`config.mk`:
```
export PLATFORM = sky130hd
export DESIGN_NAME = bankPwrFsm
export DESIGN_NICKNAME = d
export VERILOG_FILES = /design/src/memPwrPkg.sv /design/src/bankPwrFsm.sv
export VERILOG_INCLUDE_DIRS = /design/src
export SDC_FILE = /design/constraint.sdc
export NUM_CORES = 1
export LEC_CHECK = 0
export BUFFER_PORTS_ARGS = -buffer_cell sky130_fd_sc_hd__buf_2
export CELL_PAD_IN_SITES_DETAIL_PLACEMENT = 0
export CELL_PAD_IN_SITES_GLOBAL_PLACEMENT = 1
export CORE_MARGIN = 4
export CORE_UTILIZATION = 33
export DETAILED_ROUTE_END_ITERATION = 10
export PLACE_DENSITY_LB_ADDON = 0.1
export SKIP_LAST_GASP = 1
export SYNTH_ARGS = -nofsm -noshare
export SYNTH_HDL_FRONTEND = slang
export SYNTH_SLANG_ARGS = --single-unit
```
`constraint.sdc`:
```
create_clock -name clk_i -period 1.6 [get_ports clk_i]
set_clock_uncertainty 0.1 [all_clocks]
set_input_delay 0.32 -clock clk_i [delete_from_list [all_inputs] [get_ports clk_i]]
set_output_delay 0.32 -clock clk_i [all_outputs]
set_load 0.1 [all_outputs]
```
`src/memPwr_settings.svh`:
```
// Word and bank counts must be powers of two with at least two banks, and the wake count nonzero
`ifndef MEMPWR_SETTINGS_SVH
`define MEMPWR_SETTINGS_SVH

// Logic banks, each a contiguous slice of the address space
`define MEM_NUM_BANKS 4

// Total words over all banks
`define MEM_NUM_WORDS 256

// Word width in bits
`define MEM_DATA_WIDTH 32

// Width of one byte lane
// Must divide MEM_DATA_WIDTH evenly
`define MEM_BYTE_WIDTH 8

// Settling cycles a bank waits after power-up
// The wake counter is sized from this value
`define MEM_WAKE_CYCLES 5

`endif

```
`src/memPwrPkg.sv`:
```
// Shared types for the power-managed memory; all widths follow the settings macros
`default_nettype none

`include "memPwr_settings.svh"

package memPwrPkg;

   localparam int unsigned AddrWidth     = $clog2(`MEM_NUM_WORDS);         // Full word address
   localparam int unsigned BankSelWidth  = $clog2(`MEM_NUM_BANKS);         // Top address bits
   localparam int unsigned BankAddrWidth = AddrWidth - BankSelWidth;       // Word within a bank
   localparam int unsigned BeWidth       = `MEM_DATA_WIDTH / `MEM_BYTE_WIDTH;
   localparam int unsigned TimerWidth    = $clog2(`MEM_WAKE_CYCLES + 1);   // Holds the full count

   typedef logic [AddrWidth-1:0]       addr_t;      // Word address at the port
   typedef logic [BankAddrWidth-1:0]   bankAddr_t;  // Address inside one bank
   typedef logic [BankSelWidth-1:0]    bankSel_t;   // Bank index
   typedef logic [`MEM_DATA_WIDTH-1:0] data_t;
   typedef logic [BeWidth-1:0]         be_t;        // Byte enables
   typedef logic [`MEM_NUM_BANKS-1:0]  bankVec_t;   // One bit per bank
   typedef logic [TimerWidth-1:0]      timer_t;     // Wake settling counter

   // Power mode of one bank
   typedef enum logic [1:0] {
      PWR_ON  = 2'd0,  // Full access
      PWR_RET = 2'd1,  // Deep sleep, contents kept
      PWR_OFF = 2'd2   // Power gated, contents lost
   } pwrMode_e;

   // Sequencer states
   typedef enum logic [1:0] {
      SEQ_IDLE,   // Scan for a pending change
      SEQ_APPLY,  // Switch the chosen bank
      SEQ_WAKE,   // Wait for settling
      SEQ_DONE    // One cycle before the next scan
   } seqState_e;

endpackage

`default_nettype wire

```
`src/bankPwrFsm.sv`:
```
// One bank changes mode at a time, lowest index first; mode code 2'b11 is not a legal request
`default_nettype none

`include "memPwr_settings.svh"

module bankPwrFsm (
   input  wire logic [2*`MEM_NUM_BANKS-1:0] modeReq_i,    // Requested mode per bank, level
   input  wire logic                        clk_i,        // Clock
   input  wire logic                        rst_ni,       // Async reset, active low
   input  wire logic                        timerDone_i,  // Wake counter at zero
   output logic                             timerLoad_o,  // Start the settling count
   output logic [2*`MEM_NUM_BANKS-1:0]      curMode_o,    // Applied mode per bank
   output memPwrPkg::bankVec_t              deepSleep_o,  // Retention controls
   output memPwrPkg::bankVec_t              powerGate_o,  // Power gate controls
   output memPwrPkg::bankVec_t              bankReady_o   // On and settled
);

   localparam int unsigned NumBanks  = `MEM_NUM_BANKS;
   localparam int unsigned ModeWidth = $bits(memPwrPkg::pwrMode_e);

   memPwrPkg::seqState_e stateQ;
   memPwrPkg::seqState_e stateD;
   memPwrPkg::bankSel_t  activeQ;              // Bank being sequenced
   memPwrPkg::bankSel_t  pendIdx;              // Lowest bank with a pending change
   logic                 pendFound;
   memPwrPkg::pwrMode_e  reqMode  [NumBanks];  // Unpacked requests
   memPwrPkg::pwrMode_e  curModeQ [NumBanks];  // Applied modes
   memPwrPkg::bankVec_t  readyQ;

   for (genvar b = 0; b < NumBanks; b++) begin : gen_mode
      assign reqMode[b] = memPwrPkg::pwrMode_e'(modeReq_i[b*ModeWidth +: ModeWidth]);
      assign curMode_o[b*ModeWidth +: ModeWidth] = curModeQ[b];
      // Controls follow the applied mode directly
      assign deepSleep_o[b] = (curModeQ[b] == memPwrPkg::PWR_RET);
      assign powerGate_o[b] = (curModeQ[b] == memPwrPkg::PWR_OFF);
   end

   // Priority scan, the downward loop leaves the lowest match
   always_comb begin
      pendFound = 1'b0;
      pendIdx   = '0;
      for (int b = NumBanks - 1; b >= 0; b--) begin
         if (reqMode[b] != curModeQ[b]) begin
            pendFound = 1'b1;
            pendIdx   = memPwrPkg::bankSel_t'(b);
         end
      end
   end

   // Next state and timer load
   always_comb begin
      stateD      = stateQ;
      timerLoad_o = 1'b0;
      unique case (stateQ)
         memPwrPkg::SEQ_IDLE: begin
            if (pendFound) begin
               stateD = memPwrPkg::SEQ_APPLY;
            end
         end
         memPwrPkg::SEQ_APPLY: begin
            if (reqMode[activeQ] == memPwrPkg::PWR_ON) begin
               stateD      = memPwrPkg::SEQ_WAKE;
               timerLoad_o = 1'b1;  // Count starts with the mode change
            end else begin
               stateD = memPwrPkg::SEQ_DONE;  // Going down needs no settling
            end
         end
         memPwrPkg::SEQ_WAKE: begin
            if (timerDone_i) begin
               stateD = memPwrPkg::SEQ_DONE;
            end
         end
         default: stateD = memPwrPkg::SEQ_IDLE;  // SEQ_DONE
      endcase
   end

   always_ff @(posedge clk_i or negedge rst_ni) begin
      if (!rst_ni) begin
         stateQ  <= memPwrPkg::SEQ_IDLE;
         activeQ <= '0;
         readyQ  <= '1;  // All banks start on and settled
         for (int b = 0; b < NumBanks; b++) begin
            curModeQ[b] <= memPwrPkg::PWR_ON;
         end
      end else begin
         stateQ <= stateD;
         if (stateQ == memPwrPkg::SEQ_IDLE && pendFound) begin
            activeQ <= pendIdx;  // Latch the bank to work on
         end
         if (stateQ == memPwrPkg::SEQ_APPLY) begin
            curModeQ[activeQ] <= reqMode[activeQ];  // Request as seen now
            readyQ[activeQ]   <= 1'b0;
         end
         if (stateQ == memPwrPkg::SEQ_WAKE && timerDone_i) begin
            readyQ[activeQ] <= 1'b1;  // Settled
         end
      end
   end

   assign bankReady_o = readyQ;

endmodule

`default_nettype wire

```
==> key figures, run 1 <==
Outcome
  – Status: finished, violations left
  – Failing checks: setup timing

Timing
  – Endpoints failing hold: 0
  – Max Fclk: 471.0 MHz
  – Fin worst setup slack: -523.1 ps
  – Setup violators final: 18
  – Part of the cycle the worst path needs: 1.327
  – Worst-margin pin slew: 397.8 ps
  – Max-slew headroom: 0.7336
  – Final Max Tran Viols: 0
  – Final TNS setup: -1724 ps
  – RSZ-0062 raised after global routing: true
  – Worst hold slack: 230.5 ps
  – Crit path time final: 2123 ps

Critical path
  – Reg2reg end: stateQ[1]
  – Critical Path, Cell by Cell: or4_1 > o31a_1 > a21boi_4 > buf_12
  – Crit path max-delay cell type: or4_1
  – Crit start category: flop
  – Critical path class: flop to output pin
  – Largest stage delay, worst path: 470 ps
  – Critical Path Fanout Max: 2
  – Crit path DAT: 1700 ps
  – Setup crit end kind: output pin
  – R2R cell count: 4
  – Reg2reg start: curMode_o[7]
  – R2r setup slk: -270 ps
  – Worst path required time: 1180 ps

Logic synthesis
  – XOR/XNOR share of the synthesized area: 0.07517
  – Syn Inst Count: 88
  – Main synth FF type: dfrtp_1
  – Post-synth EDFFs: 0
  – Post-synthesis sequential area ratio: 0.4349
  – Largest family of logic cells by synthesized area: simple AND/OR/NAND/NOR gates
  – Post-synthesis simple-gate area fraction: 0.1705
  – Syn_area_per_cell: 10.59 sq um
  – Most common library cells after synthesis: dfrtp_1, nor2b_1, mux2_2, xnor2_1, nand2_1
  – YS warnings: 0
  – Yosys top cell by area: dfrtp_1
  – Area fraction in compound gates after synthesis: 0.1289
  – Top post-synthesis cells by area: dfrtp_1, dfstp_2, mux2_2
  – Async SR Flop Fraction: 1.000
  – Mapped Area: 932.1 sq um
  – Yosys cell types: 30
  – Top cell type's share of synthesized area: 0.3221
  – Dominant cell by count in the synthesized netlist: dfrtp_1
  – Flops & latches, synth: 16
  – Multiplexer share of the synthesized area: 0.1087
  – Adder-Cell Fraction of Synth Area: 0.05369
  – Syn Nets: 103

GRT
  – GRT Total Usage: 0.1705
  – Vias in the first global route: 988
  – M2 GR Usage: 0.2900
  – Grt ovf: 0
  – Antenna violations before repair: 0
  – First-pass GRT wire length: 4733 microns
  – Most used routing layer: met2
  – Global routing usage on met3: 0.03145
  – Met1 usage: 0.2251
  – Largest net degree at the start of global routing: 17

Finish
  – Ant diodes: 0
  – Fillers: 175
  – Nets: 183
  – Layout cells sized above 1: 0.7485
  – Synth-to-Final Area Change: 131.0%

Die
  – Die ar.: 0.003739 sq mm
  – # IOs: 32
  – Initial core utilization: 0.3410
  – Die H: 61.15 microns
  – # rows: 19
  – Core area: 0.002734 sq mm
  – Die width: 61.15 microns

Route
  – Total Wirelength: 3050 microns
  – Antenna Violating Nets Remaining: 0
  – Post-route DRC: 0
  – Initial drt markers: 12
  – Vias per cell: 4.949
  – DR vias: 980
  – DRT Pass-1 Iters: 4
  – Per-cell routed wire length: 15.40 microns

Place
  – RePlAce Congestion: 0.9106
  – DP HPWL: 2124 microns
  – IO Port Bufs: 31
  – Worst slack at placement: -284.0 ps

Clocking
  – Worst-path clk slew: 110 ps
  – Clock root buffer: clkbuf_4
  – CTS tree: built
  – CTS max path bufs: 2
  – CTS HTree Levels: 1
  – Num CTS Buffers: 3
  – Worst-Skew Late Latency: 290 ps
  – Clock sink count: 16

Hold path
  – Hold path endpoint: curMode_o[6]
  – Hold depth: 2
  – Hold_sp: modeReq_i[6]
  – Hold Crit Class: primary input to flop

Flow run
  – Max Cap Viol: 0
## per-layer routing
metal	share of wire	wire length [microns]	vias up
met1	0.42	1271	492
met2	0.55	1665	17
met3	0.030	92	2
li1	-	-	469
met5	0	0	-
met4	0.0066	20	0
## stage by stage
stage                 util  area (sq um)  std cells
finish              0.7876          2153        198
global route        0.7876          2153        198
CTS                 0.7368          2014        192
detailed placement  0.6687          1828        180
global placement    0.6687          1828        180
floorplan                -          1086         88
## cell type report
cell class / count / area [sq um] / share of cell area
timing repair buffer: 77 / 909.6 / 0.4224
multi-input combinational: 65 / 714.4 / 0.3318
clock buffer: 4 / 36.28 / 0.01685
inverter: 5 / 18.77 / 0.008716
sequential: 16 / 435.4 / 0.2022
tap: 31 / 38.79 / 0.01801
## worst max-delay path by stage
stage	startpoint	endpoint	cells past startpoint
after global placement	modeReq_i[1]	timerLoad_o	5
after detailed placement	modeReq_i[1]	timerLoad_o	5
after global routing	activeQ[1]	timerLoad_o	4
after floorplan	activeQ[1]	timerLoad_o	3
final	activeQ[1]	timerLoad_o	4
after CTS	activeQ[1]	timerLoad_o	4
## worst max-delay path, delay by kind of cell (launching register included)
family,cells,cell delay [ps]
buffers and inverters,1,190
and+or+nand+nor,1,470
DFF,1,410
AOI/OAI and AO/OA,2,350
## cell usage in the layout (no fill, tap or decap), types with 2 or more instances in the layout
cell and count:
buf_4 30, buf_12 25, buf_6 11, buf_2 10, nor2b_4 8, dfrtp_4 8, nand2_1 7, xnor2_2 6
mux2_2 6, inv_1 5, a21oi_1 4, dfrtp_1 4, dfstp_2 4, nand4_1 3, mux2_4 3, ha_1 3
clkbuf_4 3, nand2b_1 2, nand3_1 2, o21ai_0 2, xnor2_4 2
## flip-flops by register name, summed over array words and instances, names as in the netlist
signal,count
stateQ,2
curMode_o,8
bankReady_o,4
activeQ,2
## kinds of logic (layout without fill, tap and decap cells)
kind of cell | Yosys count | after routing
multiplexers | 9 | 9
adder cells (fa/ha/maj) | 4 | 4
flip-flops | 16 | 16
AND/OR/NAND/NOR | 28 | 28
XOR/XNOR | 8 | 8
AO/OA/AOI/OAI | 16 | 16
buffers and inverters | 7 | 86
## what timing repair did
item,4_1_cts,5_1_grt
endpoints found under the hold margin,12,0
hold buffers,1,0
endpoints found under the setup margin,17,23
gates resized for setup,10,14
pin swaps,2,8
setup buffers,7,6
Power of run 1 is not shown: default switching activity piles up to over one toggle a cycle in this logic, so the estimate is an artifact.
==> inputs of run 2 (changes only) <==
CORE_UTILIZATION = 35   (was 33)
HOLD_SLACK_MARGIN = 0.06   (was not set)
clock period = 2.6 ns   (was 1.6 ns; I/O delays follow)
==> run 2 against run 1 <==
Compared with the run above:
- the run now ends clean
- register-to-register slack improved by 920 ps
- sequential share of layout area rose by 14 points
- cell count fell by 23%
- clock-buffer cell count did not move
- critical path depth did not move
- non-clock buffer count fell by 44
- flip-flop and latch count did not move
- worst hold slack improved by 150 ps
- routed wire length fell by 33%
- via count fell by 22%
- global-route usage fell by 4.7 points
- worst setup slack improved by 620 ps
- critical path type unchanged
- largest cell class is now multi-input gates
==> key figures, run 2 (same netlist as run 1, synthesis figures left out) <==
Route
  – Antenna Violating Nets Remaining: 0 (unchanged)
  – Post-route DRC: 0 (unchanged)
  – Per-cell routed wire length: 13.44 microns (was 15.40 microns)
  – DR vias: 766 (was 980)
  – Total Wirelength: 2057 microns (was 3050 microns)
  – Initial drt markers: 21 (was 12)
  – DRT Pass-1 Iters: 4 (unchanged)
  – Vias per cell: 5.007 (was 4.949)

GRT
  – GRT Total Usage: 0.1234 (was 0.1705)
  – Vias in the first global route: 720 (was 988)
  – Largest net degree at the start of global routing: 17 (unchanged)
  – Grt ovf: 0 (unchanged)
  – Antenna violations before repair: 0 (unchanged)
  – First-pass GRT wire length: 3298 microns (was 4733 microns)

Critical path
  – R2R cell count: 4 (unchanged)
  – Critical Path Fanout Max: 11 (was 2)
  – Largest stage delay, worst path: 540 ps (was 470 ps)
  – Crit path max-delay cell type: or4_1 (unchanged)
  – Reg2reg start: curMode_o[3] (was curMode_o[7])
  – Reg2reg end: stateQ[1] (unchanged)
  – Crit path DAT: 1880 ps (was 1700 ps)
  – Critical Path, Cell by Cell: or4_1 > o31a_1 > a21boi_2 > buf_12 (was or4_1 > o31a_1 > a21boi_4 > buf_12)
  – Critical path origin: activeQ[1] (unchanged)
  – Setup crit end kind: output pin (unchanged)
  – Critical path class: flop to output pin (unchanged)
  – R2r setup slk: 650 ps (was -270 ps)
  – Crit start category: flop (unchanged)
  – Worst path required time: 1980 ps (was 1180 ps)
  – Worst Setup EP: timerLoad_o (unchanged)

Die
  – Initial core utilization: 0.3729 (was 0.3410)
  – Die H: 59.61 microns (was 61.15 microns)
  – Die ar.: 0.003553 sq mm (was 0.003739 sq mm)
  – Core area: 0.002500 sq mm (was 0.002734 sq mm)
  – Die width: 59.61 microns (was 61.15 microns)
  – # rows: 18 (was 19)
  – # IOs: 32 (unchanged)

Timing
  – Setup violators final: 0 (was 18)
  – Part of the cycle the worst path needs: 0.9630
  – Final Max Tran Viols: 0 (unchanged)
  – Max Fclk: 399.4 MHz
  – Endpoints failing hold: 0 (unchanged)
  – Crit path time final: 2504 ps
  – Worst-margin pin slew: 490.0 ps (was 397.8 ps)
  – RSZ-0062 raised after global routing: false (was true)
  – Max-slew headroom: 0.6756 (was 0.7336)

Finish
  – Layout cells sized above 1: 0.4146 (was 0.7485)
  – Synth-to-Final Area Change: 27.65% (was 131.0%)
  – Ant diodes: 0 (unchanged)
  – Nets: 139 (was 183)
  – Most frequent cells in the layout: buf_2, dfrtp_1, nor2b_1 (was buf_4, buf_12, buf_6)
  – Most common cell after layout, fill and taps aside: buf_2 (was buf_4)
  – Max reg flops: 8 (unchanged)
  – Fin area: 0.001190 sq mm (was 0.002153 sq mm)

Place
  – Dpl cell area: 0.001144 sq mm (was 0.001828 sq mm)
  – RePlAce Congestion: 0.7394 (was 0.9106)
  – DP HPWL: 1620 microns (was 2124 microns)
  – IO Port Bufs: 31 (unchanged)

Clocking
  – Clock sink count: 16 (unchanged)
  – Worst-Skew Late Latency: 290 ps (about the same)
  – Postcts setup bufs: 0 (was 7)
  – Clock root buffer: clkbuf_4 (unchanged)
  – Num CTS Buffers: 3 (unchanged)
  – CTS HTree Levels: 1 (unchanged)
  – CTS max path bufs: 2 (unchanged)
  – CTS tree: built (unchanged)
  – Worst-path clk slew: 100 ps (was 110 ps)

Outcome
  – Status: finished clean (was finished, violations left)

Hold path
  – Hold Crit Class: flop to flop (was primary input to flop)

Flow run
  – Max Cap Viol: 0 (unchanged)
run 2: worst min-delay path by stage:
stage,startpoint,to,slack (ps),cells past startpoint
after floorplan,rst_ni,activeQ[0],120,0
after global placement,rst_ni,curMode_o[6],360,1
after detailed placement,rst_ni,curMode_o[6],360,1
after CTS,bankReady_o[2],bankReady_o[2],380,2
after global routing,bankReady_o[2],bankReady_o[2],400,2
final,bankReady_o[2],bankReady_o[2],380,2
run 2: repair_timing:
item	4_1_cts	5_1_grt
hold buffers	1	0
gates resized for setup	0	0
hold endpoints to repair	12	0
run 2: critical path: cells and delay by family (launching register included):
family / cells / cell delay (ps)
AOI/OAI and AO/OA: 2 / 350
buffers and inverters: 1 / 190
DFF: 1 / 510
and+or+nand+nor: 1 / 540
run 2: area by class of cell:
cell class              instances  area [sq um]
fillers                       250          1310
clock buffers                   4         36.28
flip-flops and latches         16         405.4
well taps                      30         37.54
inverters                       5         18.77
repair buffers                 33         187.7
multi-input cells              65         504.2
run 2: layer usage:
layer  routed length [microns]  up-vias  global-route usage
li1                          -      386                   -
met1                       931      365              0.1565
met2                      1002       13              0.1966
met3                       107        2             0.05011
met4                        15        0             0.02848
met5                         0        -                   0
run 2: per-stage QoR:
step	utilization	hold slack, ps	std cells	setup TNS (ps)	worst slack (ps)
6_report	0.4760	379.6	153	0	96.24
3_3_place_gp	0.4575	359.2	148	0	337.8
3_5_place_dp	0.4575	357.0	148	0	325.0
4_1_cts	0.4760	380.0	153	0	86.32
5_1_grt	0.4760	396.5	153	0	35.01
2_1_floorplan	-	124.4	88	-3377	-422.9
Power of run 2 is left out for the same reason.
